===== config.mk =====
export PLATFORM = sky130hd
export DESIGN_NAME = id_stage
export DESIGN_NICKNAME = d
export VERILOG_FILES = /design/src/logic/id_pkg.sv /design/src/logic/inst_decoder.sv /design/src/logic/regfile.sv /design/src/logic/operand_bypass.sv /design/src/logic/branch_unit.sv /design/src/logic/id_stage.sv
export SDC_FILE = /design/constraint.sdc
export NUM_CORES = 2
export LEC_CHECK = 0
export BUFFER_PORTS_ARGS = -buffer_cell sky130_fd_sc_hd__buf_2
export CORE_ASPECT_RATIO = 0.6
export CORE_MARGIN = 4
export CORE_UTILIZATION = 40
export DETAILED_ROUTE_END_ITERATION = 6
export PLACE_DENSITY = 0.54
export SYNTH_ARGS = -nofsm -noshare
export SYNTH_HDL_FRONTEND = slang
export SYNTH_SLANG_ARGS = --single-unit

===== constraint.sdc =====
create_clock -name clk -period 8.99 [get_ports clk]
set_input_delay 1.798 -clock clk [delete_from_list [all_inputs] [get_ports clk]]
set_output_delay 1.798 -clock clk [all_outputs]
set_load 0.05 [all_outputs]

===== src/logic/id_pkg.sv =====
`default_nettype none

package id_pkg;

	////////////////////////////////////////////////////////////////////////////
	// widths.
	localparam int xlen = 32;
	localparam int reg_addr_w = 5;
	localparam int alu_op_w = 12;
	localparam int br_kind_w = 4;

	localparam logic [reg_addr_w-1:0] reg_ra = 5'd1; // link register.

	// one-hot alu operation bits.
	localparam int alu_add = 0;
	localparam int alu_sub = 1;
	localparam int alu_slt = 2;
	localparam int alu_sltu = 3;
	localparam int alu_and = 4;
	localparam int alu_nor = 5;
	localparam int alu_or = 6;
	localparam int alu_xor = 7;
	localparam int alu_sll = 8;
	localparam int alu_srl = 9;
	localparam int alu_sra = 10;
	localparam int alu_lui = 11;

	// branch kinds.
	localparam logic [br_kind_w-1:0] br_none = 4'd0;
	localparam logic [br_kind_w-1:0] br_eq = 4'd1;
	localparam logic [br_kind_w-1:0] br_ne = 4'd2;
	localparam logic [br_kind_w-1:0] br_lt = 4'd3;
	localparam logic [br_kind_w-1:0] br_ge = 4'd4;
	localparam logic [br_kind_w-1:0] br_ltu = 4'd5;
	localparam logic [br_kind_w-1:0] br_geu = 4'd6;
	localparam logic [br_kind_w-1:0] br_always = 4'd7; // b and bl.
	localparam logic [br_kind_w-1:0] br_jirl = 4'd8;

	////////////////////////////////////////////////////////////////////////////
	// opcodes, 3r format (inst[31:15]).
	localparam logic [16:0] op3r_add_w = 17'h00020;
	localparam logic [16:0] op3r_sub_w = 17'h00022;
	localparam logic [16:0] op3r_slt = 17'h00024;
	localparam logic [16:0] op3r_sltu = 17'h00025;
	localparam logic [16:0] op3r_nor = 17'h00028;
	localparam logic [16:0] op3r_and = 17'h00029;
	localparam logic [16:0] op3r_or = 17'h0002a;
	localparam logic [16:0] op3r_xor = 17'h0002b;
	localparam logic [16:0] op3r_sll_w = 17'h0002e;
	localparam logic [16:0] op3r_srl_w = 17'h0002f;
	localparam logic [16:0] op3r_sra_w = 17'h00030;
	localparam logic [16:0] op3r_slli_w = 17'h00081; // ui5 sits in the rk field.
	localparam logic [16:0] op3r_srli_w = 17'h00089;
	localparam logic [16:0] op3r_srai_w = 17'h00091;

	// 2ri12 format (inst[31:22]).
	localparam logic [9:0] op12_slti = 10'h008;
	localparam logic [9:0] op12_sltui = 10'h009;
	localparam logic [9:0] op12_addi_w = 10'h00a;
	localparam logic [9:0] op12_andi = 10'h00d;
	localparam logic [9:0] op12_ori = 10'h00e;
	localparam logic [9:0] op12_xori = 10'h00f;
	localparam logic [9:0] op12_ld_w = 10'h0a2;
	localparam logic [9:0] op12_st_w = 10'h0a6;

	// 1ri20 format (inst[31:25]).
	localparam logic [6:0] op20_lu12i_w = 7'h0a;
	localparam logic [6:0] op20_pcaddu12i = 7'h0e;

	// branch formats (inst[31:26]).
	localparam logic [5:0] op16_jirl = 6'h13;
	localparam logic [5:0] op26_b = 6'h14;
	localparam logic [5:0] op26_bl = 6'h15;
	localparam logic [5:0] op16_beq = 6'h16;
	localparam logic [5:0] op16_bne = 6'h17;
	localparam logic [5:0] op16_blt = 6'h18;
	localparam logic [5:0] op16_bge = 6'h19;
	localparam logic [5:0] op16_bltu = 6'h1a;
	localparam logic [5:0] op16_bgeu = 6'h1b;

	// one instruction word seen as 3r or as 2ri12.
	typedef union packed {
		struct packed {
			logic [16:0] opcode;
			logic [4:0] rk;
			logic [4:0] rj;
			logic [4:0] rd;
		} fmt_3r;
		struct packed {
			logic [9:0] opcode;
			logic [11:0] imm12;
			logic [4:0] rj;
			logic [4:0] rd;
		} fmt_2ri12;
	} inst_u;

endpackage

`default_nettype wire


===== src/logic/inst_decoder.sv =====
`default_nettype none

module inst_decoder (
	input wire id_pkg::inst_u inst,
	output logic [id_pkg::alu_op_w-1:0] alu_op,
	output logic src1_is_pc,
	output logic src2_is_imm,
	output logic res_from_mem,
	output logic gr_we,
	output logic mem_we,
	output logic [id_pkg::reg_addr_w-1:0] dest,
	output logic [id_pkg::xlen-1:0] imm,
	output logic [id_pkg::reg_addr_w-1:0] raddr1,
	output logic [id_pkg::reg_addr_w-1:0] raddr2,
	output logic [id_pkg::br_kind_w-1:0] br_kind,
	output logic [id_pkg::xlen-1:0] br_offs
);

	logic [16:0] op17;
	logic [9:0] op10;
	logic [6:0] op7;
	logic [5:0] op6;
	logic [4:0] rd, rj, rk;
	logic [11:0] i12;
	logic [15:0] i16;
	logic [19:0] i20;
	logic [25:0] i26;
	logic inst_add_w, inst_sub_w, inst_slt, inst_sltu, inst_nor, inst_and;
	logic inst_or, inst_xor, inst_sll_w, inst_srl_w, inst_sra_w;
	logic inst_slli_w, inst_srli_w, inst_srai_w, inst_addi_w, inst_slti, inst_sltui;
	logic inst_andi, inst_ori, inst_xori, inst_lu12i_w, inst_pcaddu12i;
	logic inst_ld_w, inst_st_w;
	logic inst_jirl, inst_b, inst_bl, inst_beq, inst_bne;
	logic inst_blt, inst_bge, inst_bltu, inst_bgeu;
	logic need_ui12, need_si20, need_si26, cond_br;

	////////////////////////////////////////////////////////////////////////////
	// fields.
	assign op17 = inst.fmt_3r.opcode;
	assign op10 = inst.fmt_2ri12.opcode;
	assign op7 = op10[9:3];
	assign op6 = op10[9:4];
	assign rd = inst.fmt_3r.rd;
	assign rj = inst.fmt_3r.rj;
	assign rk = inst.fmt_3r.rk;
	assign i12 = inst.fmt_2ri12.imm12;
	assign i16 = {op10[3:0], i12}; // inst[25:10].
	assign i20 = {op10[2:0], i12, inst.fmt_2ri12.rj};
	assign i26 = {rj, rd, i16}; // high half sits in the low bits.

	assign inst_add_w = op17 == id_pkg::op3r_add_w;
	assign inst_sub_w = op17 == id_pkg::op3r_sub_w;
	assign inst_slt = op17 == id_pkg::op3r_slt;
	assign inst_sltu = op17 == id_pkg::op3r_sltu;
	assign inst_nor = op17 == id_pkg::op3r_nor;
	assign inst_and = op17 == id_pkg::op3r_and;
	assign inst_or = op17 == id_pkg::op3r_or;
	assign inst_xor = op17 == id_pkg::op3r_xor;
	assign inst_sll_w = op17 == id_pkg::op3r_sll_w;
	assign inst_srl_w = op17 == id_pkg::op3r_srl_w;
	assign inst_sra_w = op17 == id_pkg::op3r_sra_w;
	assign inst_slli_w = op17 == id_pkg::op3r_slli_w;
	assign inst_srli_w = op17 == id_pkg::op3r_srli_w;
	assign inst_srai_w = op17 == id_pkg::op3r_srai_w;
	assign inst_addi_w = op10 == id_pkg::op12_addi_w;
	assign inst_slti = op10 == id_pkg::op12_slti;
	assign inst_sltui = op10 == id_pkg::op12_sltui;
	assign inst_andi = op10 == id_pkg::op12_andi;
	assign inst_ori = op10 == id_pkg::op12_ori;
	assign inst_xori = op10 == id_pkg::op12_xori;
	assign inst_ld_w = op10 == id_pkg::op12_ld_w;
	assign inst_st_w = op10 == id_pkg::op12_st_w;
	assign inst_lu12i_w = op7 == id_pkg::op20_lu12i_w;
	assign inst_pcaddu12i = op7 == id_pkg::op20_pcaddu12i;
	assign inst_jirl = op6 == id_pkg::op16_jirl;
	assign inst_b = op6 == id_pkg::op26_b;
	assign inst_bl = op6 == id_pkg::op26_bl;
	assign inst_beq = op6 == id_pkg::op16_beq;
	assign inst_bne = op6 == id_pkg::op16_bne;
	assign inst_blt = op6 == id_pkg::op16_blt;
	assign inst_bge = op6 == id_pkg::op16_bge;
	assign inst_bltu = op6 == id_pkg::op16_bltu;
	assign inst_bgeu = op6 == id_pkg::op16_bgeu;

	////////////////////////////////////////////////////////////////////////////
	// controls.
	assign alu_op[id_pkg::alu_add] = inst_add_w | inst_addi_w | inst_ld_w | inst_st_w
		| inst_jirl | inst_bl | inst_pcaddu12i;
	assign alu_op[id_pkg::alu_sub] = inst_sub_w;
	assign alu_op[id_pkg::alu_slt] = inst_slt | inst_slti;
	assign alu_op[id_pkg::alu_sltu] = inst_sltu | inst_sltui;
	assign alu_op[id_pkg::alu_and] = inst_and | inst_andi;
	assign alu_op[id_pkg::alu_nor] = inst_nor;
	assign alu_op[id_pkg::alu_or] = inst_or | inst_ori;
	assign alu_op[id_pkg::alu_xor] = inst_xor | inst_xori;
	assign alu_op[id_pkg::alu_sll] = inst_sll_w | inst_slli_w;
	assign alu_op[id_pkg::alu_srl] = inst_srl_w | inst_srli_w;
	assign alu_op[id_pkg::alu_sra] = inst_sra_w | inst_srai_w;
	assign alu_op[id_pkg::alu_lui] = inst_lu12i_w;

	assign cond_br = inst_beq | inst_bne | inst_blt | inst_bge | inst_bltu | inst_bgeu;
	assign need_ui12 = inst_andi | inst_ori | inst_xori;
	assign need_si20 = inst_lu12i_w | inst_pcaddu12i;
	assign need_si26 = inst_b | inst_bl;

	assign src1_is_pc = inst_jirl | inst_bl | inst_pcaddu12i; // link value is pc + 4.
	assign src2_is_imm = inst_slli_w | inst_srli_w | inst_srai_w | inst_addi_w
		| inst_slti | inst_sltui | need_ui12 | need_si20 | inst_ld_w | inst_st_w
		| inst_jirl | inst_bl;
	assign res_from_mem = inst_ld_w;
	assign mem_we = inst_st_w;
	assign gr_we = (|alu_op) & ~inst_st_w; // unknown words leave alu_op at zero.
	assign dest = inst_bl ? id_pkg::reg_ra : rd;
	assign raddr1 = rj;
	assign raddr2 = (inst_st_w | cond_br) ? rd : rk;

	always_comb begin
		if (inst_jirl | inst_bl)
			imm = 32'd4;
		else if (need_si20)
			imm = {i20, 12'b0};
		else if (need_ui12)
			imm = {20'b0, i12};
		else
			imm = {{20{i12[11]}}, i12};
	end

	assign br_offs = need_si26 ? {{4{i26[25]}}, i26, 2'b0} : {{14{i16[15]}}, i16, 2'b0};

	always_comb begin
		br_kind = id_pkg::br_none;
		if (inst_beq) br_kind = id_pkg::br_eq;
		if (inst_bne) br_kind = id_pkg::br_ne;
		if (inst_blt) br_kind = id_pkg::br_lt;
		if (inst_bge) br_kind = id_pkg::br_ge;
		if (inst_bltu) br_kind = id_pkg::br_ltu;
		if (inst_bgeu) br_kind = id_pkg::br_geu;
		if (need_si26) br_kind = id_pkg::br_always;
		if (inst_jirl) br_kind = id_pkg::br_jirl;
	end

endmodule

`default_nettype wire


===== src/logic/regfile.sv =====
`default_nettype none

module regfile (
	input wire clk,
	input wire [id_pkg::reg_addr_w-1:0] raddr1,
	output logic [id_pkg::xlen-1:0] rdata1,
	input wire [id_pkg::reg_addr_w-1:0] raddr2,
	output logic [id_pkg::xlen-1:0] rdata2,
	input wire we,
	input wire [id_pkg::reg_addr_w-1:0] waddr,
	input wire [id_pkg::xlen-1:0] wdata
);

	logic [id_pkg::xlen-1:0] regs [2**id_pkg::reg_addr_w];

	always_ff @(posedge clk) begin
		if (we && waddr != '0)
			regs[waddr] <= wdata; // r0 is hardwired.
	end

	// reads are combinational, same-cycle writes come in through the bypass.
	assign rdata1 = (raddr1 == '0) ? '0 : regs[raddr1];
	assign rdata2 = (raddr2 == '0) ? '0 : regs[raddr2];

endmodule

`default_nettype wire


===== src/logic/operand_bypass.sv =====
`default_nettype none

module operand_bypass (
	input wire [id_pkg::reg_addr_w-1:0] raddr,
	input wire [id_pkg::xlen-1:0] rf_data,
	input wire exe_valid,
	input wire exe_gr_we,
	input wire [id_pkg::reg_addr_w-1:0] exe_dest,
	input wire [id_pkg::xlen-1:0] exe_result,
	input wire exe_is_load,
	input wire mem_valid,
	input wire mem_gr_we,
	input wire [id_pkg::reg_addr_w-1:0] mem_dest,
	input wire [id_pkg::xlen-1:0] mem_result,
	input wire wb_we,
	input wire [id_pkg::reg_addr_w-1:0] wb_dest,
	input wire [id_pkg::xlen-1:0] wb_data,
	output logic [id_pkg::xlen-1:0] value,
	output logic load_hazard
);

	logic nonzero;
	logic exe_hit;
	logic mem_hit;
	logic wb_hit;

	////////////////////////////////////////////////////////////////////////////
	// source matches.
	assign nonzero = raddr != '0;

	assign exe_hit = nonzero & exe_valid & exe_gr_we & (exe_dest == raddr);
	assign mem_hit = nonzero & mem_valid & mem_gr_we & (mem_dest == raddr);
	assign wb_hit = nonzero & wb_we & (wb_dest == raddr);

	// a load in exe has no data yet.
	assign load_hazard = exe_hit & exe_is_load;

	// youngest producer wins.
	always_comb begin
		if (!nonzero)
			value = '0;
		else if (exe_hit)
			value = exe_result;
		else if (mem_hit)
			value = mem_result;
		else if (wb_hit)
			value = wb_data;
		else
			value = rf_data;
	end

endmodule

`default_nettype wire


===== src/logic/branch_unit.sv =====
`default_nettype none

module branch_unit (
	input wire valid,
	input wire [id_pkg::br_kind_w-1:0] br_kind,
	input wire [id_pkg::xlen-1:0] br_offs,
	input wire [id_pkg::xlen-1:0] pc,
	input wire [id_pkg::xlen-1:0] rj_value,
	input wire [id_pkg::xlen-1:0] rkd_value,
	output logic br_taken,
	output logic [id_pkg::xlen-1:0] br_target
);

	logic eq;
	logic lt;
	logic ltu;
	logic cond;

	assign eq = rj_value == rkd_value;
	assign lt = $signed(rj_value) < $signed(rkd_value);
	assign ltu = rj_value < rkd_value;

	always_comb begin
		case (br_kind)
			id_pkg::br_eq: cond = eq;
			id_pkg::br_ne: cond = !eq;
			id_pkg::br_lt: cond = lt;
			id_pkg::br_ge: cond = !lt;
			id_pkg::br_ltu: cond = ltu;
			id_pkg::br_geu: cond = !ltu;
			id_pkg::br_always,
			id_pkg::br_jirl: cond = 1'b1;
			default: cond = 1'b0;
		endcase
	end

	assign br_taken = valid & cond;

	// jirl is register relative, everything else pc relative.
	assign br_target = ((br_kind == id_pkg::br_jirl) ? rj_value : pc) + br_offs;

endmodule

`default_nettype wire


===== src/logic/id_stage.sv =====
`default_nettype none

module id_stage (
	input wire clk,
	input wire reset,
	input wire flush,
	// fetch.
	input wire if_valid,
	input wire id_pkg::inst_u if_inst,
	input wire [id_pkg::xlen-1:0] if_pc,
	output logic id_allowin,
	// exe.
	input wire exe_allowin,
	output logic id_to_exe_valid,
	output logic [id_pkg::alu_op_w-1:0] alu_op,
	output logic src1_is_pc,
	output logic src2_is_imm,
	output logic res_from_mem,
	output logic gr_we,
	output logic mem_we,
	output logic [id_pkg::reg_addr_w-1:0] dest,
	output logic [id_pkg::xlen-1:0] id_pc,
	output logic [id_pkg::xlen-1:0] rj_value,
	output logic [id_pkg::xlen-1:0] rkd_value,
	output logic [id_pkg::xlen-1:0] imm,
	// branch.
	output logic br_taken,
	output logic [id_pkg::xlen-1:0] br_target,
	output logic br_stall,
	// forwarding.
	input wire exe_valid,
	input wire exe_gr_we,
	input wire [id_pkg::reg_addr_w-1:0] exe_dest,
	input wire [id_pkg::xlen-1:0] exe_result,
	input wire exe_is_load,
	input wire mem_valid,
	input wire mem_gr_we,
	input wire [id_pkg::reg_addr_w-1:0] mem_dest,
	input wire [id_pkg::xlen-1:0] mem_result,
	input wire wb_we,
	input wire [id_pkg::reg_addr_w-1:0] wb_dest,
	input wire [id_pkg::xlen-1:0] wb_data
);

	logic id_valid;
	logic ready_go;
	id_pkg::inst_u inst_r;
	logic [id_pkg::xlen-1:0] pc_r;
	logic [id_pkg::reg_addr_w-1:0] raddr1, raddr2;
	logic [id_pkg::xlen-1:0] rdata1, rdata2;
	logic rj_hazard, rkd_hazard;
	logic [id_pkg::br_kind_w-1:0] br_kind;
	logic [id_pkg::xlen-1:0] br_offs;

	////////////////////////////////////////////////////////////////////////////
	// stage control.
	assign ready_go = ~(rj_hazard | rkd_hazard);
	assign id_allowin = ~id_valid | (ready_go & exe_allowin);
	assign id_to_exe_valid = id_valid & ready_go;
	assign br_stall = id_valid & ~ready_go;

	always_ff @(posedge clk) begin
		if (reset || flush)
			id_valid <= 1'b0;
		else if (id_allowin)
			id_valid <= if_valid & ~br_taken; // fetch word behind a taken branch is dropped.
	end

	always_ff @(posedge clk) begin
		if (if_valid && id_allowin) begin
			inst_r <= if_inst;
			pc_r <= if_pc;
		end
	end

	assign id_pc = pc_r;

	////////////////////////////////////////////////////////////////////////////
	// datapath.
	inst_decoder u_decoder (
		.inst(inst_r),
		.alu_op(alu_op),
		.src1_is_pc(src1_is_pc),
		.src2_is_imm(src2_is_imm),
		.res_from_mem(res_from_mem),
		.gr_we(gr_we),
		.mem_we(mem_we),
		.dest(dest),
		.imm(imm),
		.raddr1(raddr1),
		.raddr2(raddr2),
		.br_kind(br_kind),
		.br_offs(br_offs)
	);

	regfile u_regfile (
		.clk(clk),
		.raddr1(raddr1),
		.rdata1(rdata1),
		.raddr2(raddr2),
		.rdata2(rdata2),
		.we(wb_we),
		.waddr(wb_dest),
		.wdata(wb_data)
	);

	operand_bypass u_bypass_rj (
		.raddr(raddr1), .rf_data(rdata1),
		.exe_valid(exe_valid), .exe_gr_we(exe_gr_we), .exe_dest(exe_dest),
		.exe_result(exe_result), .exe_is_load(exe_is_load),
		.mem_valid(mem_valid), .mem_gr_we(mem_gr_we), .mem_dest(mem_dest),
		.mem_result(mem_result),
		.wb_we(wb_we), .wb_dest(wb_dest), .wb_data(wb_data),
		.value(rj_value), .load_hazard(rj_hazard)
	);

	operand_bypass u_bypass_rkd (
		.raddr(raddr2), .rf_data(rdata2),
		.exe_valid(exe_valid), .exe_gr_we(exe_gr_we), .exe_dest(exe_dest),
		.exe_result(exe_result), .exe_is_load(exe_is_load),
		.mem_valid(mem_valid), .mem_gr_we(mem_gr_we), .mem_dest(mem_dest),
		.mem_result(mem_result),
		.wb_we(wb_we), .wb_dest(wb_dest), .wb_data(wb_data),
		.value(rkd_value), .load_hazard(rkd_hazard)
	);

	branch_unit u_branch (
		.valid(id_valid),
		.br_kind(br_kind),
		.br_offs(br_offs),
		.pc(pc_r),
		.rj_value(rj_value),
		.rkd_value(rkd_value),
		.br_taken(br_taken),
		.br_target(br_target)
	);

endmodule

`default_nettype wire


==> impl_metrics.csv <==
group,metric,value,unit
clocking,cts.sinks,1094,
power_and_ir_drop,p_switching,4.234,mW
power_and_ir_drop,power_frac_seq,42.9,%
floorplan,start_util,40.25,%
floorplan,core,141800,um2
synthesis,synthSimpleGateAreaFrac,11.07,%
drt,remaining_drc_errors,0,
synthesis,synth_top_area_share,57.25,%
grt,grt_pass1_vias,41578,
synthesis,synthMuxAreaShare,15.41,%
sta,setup_viol,0,
synthesis,synth_seq_cells,1094,
drt,ant_nets,0,
synthesis,seq_area_frac_synth,57.46,%
critical_path,crit_slowest_cell,"or4b_2",
power_and_ir_drop,share_comb_of_total_power,22.8,%
final_layout,nFillCells,12378,
critical_path,crit_chain,"nor4b_4, nand4_1, buf_6, nand3_4, buf_16, buf_4, and3_1, a211oi_1, a311oi_1, or3_1, a31oi_2, buf_4, or3_1, ha_1, nand4_1, nor2_2, and3_1, nand4_1, mux2_2, o32ai_1, or4b_2, nor2_4, buf_12",
clocking,cts_tree,"built",
critical_path,crit_path_start_kind,"register",
sta,fmax,112.0,MHz
critical_path,regToRegSetupSlack,2.37,ns
drt,wl_per_cell,36.77,um
clocking,path_clk_slew,0.08,ns
drt,drt_iter0_drc,8286,
final_layout,synthToLayoutAreaGrowth,18.12,%
final_layout,instances_no_fill,6686,
clocking,cts-root-buf,"clkbuf_16",
drt,vias,45338,
floorplan,die_w,495.7,um
synthesis,synthCells,4197,
drt,drt-pass1-iter-count,7,
critical_path,required,7.19,ns
clocking,cts_buffers,105,
grt,grt_remaining_overflow,0,
synthesis,yosys.area.top_type,"edfxtp_1",
job,cap_violations,0,
critical_path,r2r_cells,23,
sta,fin_crit_sh,99.28,%
synthesis,syn_avg_cell_area,13.60,um2
synthesis,async_flop_share,0,%
synthesis,yosysWarnings,0,
critical_path,end_kind,"output pin",
sta,fin_crit,8.925,ns
grt,grt_antenna_before_repair,40,
synthesis,synth.area.top_cells,"edfxtp_1 (57%), mux4_2 (14%), nand2_1 (3.8%)",
critical_path,r2r_start,"inst_r[31]",
floorplan,ios,372,
placement,placedCellCount,6435,
synthesis,synthAdderAreaFrac,1.372,%
critical_path,endpoint,"br_taken",
placement,portBuffers,371,
clocking,ctsLongestPathBuffers,3,
grt,grt_usage,31.81,%
synthesis,synth_compound_area_share,10.95,%
grt,grt_max_degree,99,
sta,fin_skew,0.04107,ns
clocking,ctsHoldBuffers,0,
run_status,status,"finished clean",
synthesis,synth_commonest_cells,"edfxtp_1 (1088), nand2_1 (580), mux4_2 (354)",
sta,final.setup.tns,0,ns
power_and_ir_drop,power_density,200.5,nW/um2
synthesis,synth_cell_type_count,81,
sta,rsz0062_at_grt,"true",
drt,avgViaCountPerCell,6.781,
power_and_ir_drop,leakagePower,23.33,nW
floorplan,die_y,300.6,um
sta,tightest_slew,1.185,ns
final_layout,final_util,47.55,%
final_layout,layout-drive-gt1-share,29.22,%
grt,grt_first_pass_wirelength,334100,um
floorplan,die_area,149000,um2
sta,hold_violations,0,
critical_path,arrival,7.13,ns
power_and_ir_drop,power.total,13.52,mW
synthesis,synth_top_family_by_area,"multiplexers",
placement,place_congestion,1.030,
final_layout,fin_nets,4913,
clocking,cts_max_level,3,
floorplan,placementRows,107,
placement,hpwl,154100,um
synthesis,synth-main-ff-cell,"edfxtp_1",
power_and_ir_drop,peakVddDrop,153.0,uV
power_and_ir_drop,intPower,9.284,mW
critical_path,slowest_delay,0.73,ns
sta,max_slew_margin,20.78,%
critical_path,critPathKind,"reg2out",
critical_path,cpMostUsedCell,"nand4_1",
drt,routed_wl,245900,um
critical_path,r2r_end,"id_valid",
synthesis,syn_area,57070,um2
worst_hold_path,hold_class,"reg2reg",
power_and_ir_drop,clock_power_share,34.3,%
synthesis,synth_xor_area_share,0.8440,%
critical_path,path_max_fanout,43,
synthesis,synth-edff-count,1088,
critical_path,critical_path.startpoint,"inst_r[31]",
power_and_ir_drop,switching_share,31.32,%
sta,drv_slew,0,
synthesis,yosysMostFrequentCell,"edfxtp_1",
clocking,insertion_delay,0.76,ns
[sequential cells by signal, indices dropped and copies added, names as in the netlist, named ones only]
signal	flops
u_regfile.regs	1024
id_pc	32
inst_r	32
id_valid	1
[final cells by class]
class,instances,area [um2],area share [%]
Sequential cell,1094,32810,48.67
Tap cell,1907,2386,3.539
Antenna cell,26,65.06,0.09651
Clock buffer,129,2718,4.031
Inverter,21,81.33,0.1206
Clock inverter,66,754.5,1.119
Timing Repair Buffer,697,5084,7.541
Multi-Input combinational cell,2746,23520,34.88
[metal layers]
metal | share of wire [%] | vias up | track usage (%)
met5 | 0.030 | - | 0
met4 | 4.8 | 12 | 12.41
met3 | 15 | 638 | 10.55
met2 | 40 | 3785 | 42.59
met1 | 40 | 22913 | 47.33
li1 | - | 17990 | -
[kinds of logic after synthesis]
logic type,Yosys count
AND/OR/NAND/NOR,1322
flip-flops,1094
other,1
buffers and inverters,392
adder cells (fa/ha/maj),62
AO/OA/AOI/OAI,840
XOR/XNOR,55
multiplexers,431
[repair_timing]
action / in CTS / in global routing
gates resized for setup: 32 / 58
hold endpoints to repair: 0 / 0
endpoints found under the setup margin: 1 / 5
buffers inserted: 11 / 12
pin swaps: 3 / 12
cloned: 2 / 5
[per-stage QoR]
step	instance area (um2)	hold slack (ns)	setup WS, ns
2_1_floorplan	57260	0.7549	-0.1435
3_3_place_gp	63090	0.5845	0.009167
3_5_place_dp	63090	0.5865	0.03859
4_1_cts	66870	0.5973	0.02498
5_1_grt	67380	0.6328	-0.02398
6_report	67410	0.6066	0.06500
[power groups by stage]
| stage | registers, mW | logic [mW] | clock network [mW] |
|---|---|---|---|
| after CTS | 5.79 | 2.95 | 4.68 |
| after global placement | 5.90 | 2.92 | 0 |
| after global routing | 5.80 | 3.18 | 4.90 |
| after detailed placement | 5.90 | 2.92 | 0 |
| final | 5.80 | 3.08 | 4.64 |
| after floorplan | 5.87 | 1.74 | 0 |
[layout by cell type, fill, tap and decap left out, types with 65 or more instances in the layout]
cell / Yosys / layout
a211oi_1: 191 / 176
a21oi_1: 93 / 90
a311oi_1: 68 / 65
and3_1: 205 / 204
buf_2: 103 / 369
buf_4: 12 / 259
clkbuf_16: 0 / 108
edfxtp_1: 1088 / 1088
mux4_2: 354 / 354
nand2_1: 580 / 575
nand3_1: 176 / 172
nor2_1: 124 / 88
o21ai_0: 72 / 71
[worst max-delay path, delay by kind of cell (launching register included)]
kind            cells  cell delay [ns]
simple gates       12             3.28
buf+inv             5             1.28
compound gates      4             0.71
flops               1             0.44
fa+ha+maj           1             0.35
mux                 1             0.25
[worst min-delay path by stage]
stage	from	endpoint	slack, ns	cells after the start
after global routing	id_valid	id_valid	0.63	2
after global placement	id_valid	id_valid	0.58	2
final	id_valid	id_valid	0.61	2
after detailed placement	id_valid	id_valid	0.59	2
after CTS	id_valid	id_valid	0.60	2
after floorplan	inst_r[5]	register	0.75	2
No activity file was read; power rests on OpenSTA's default activity.
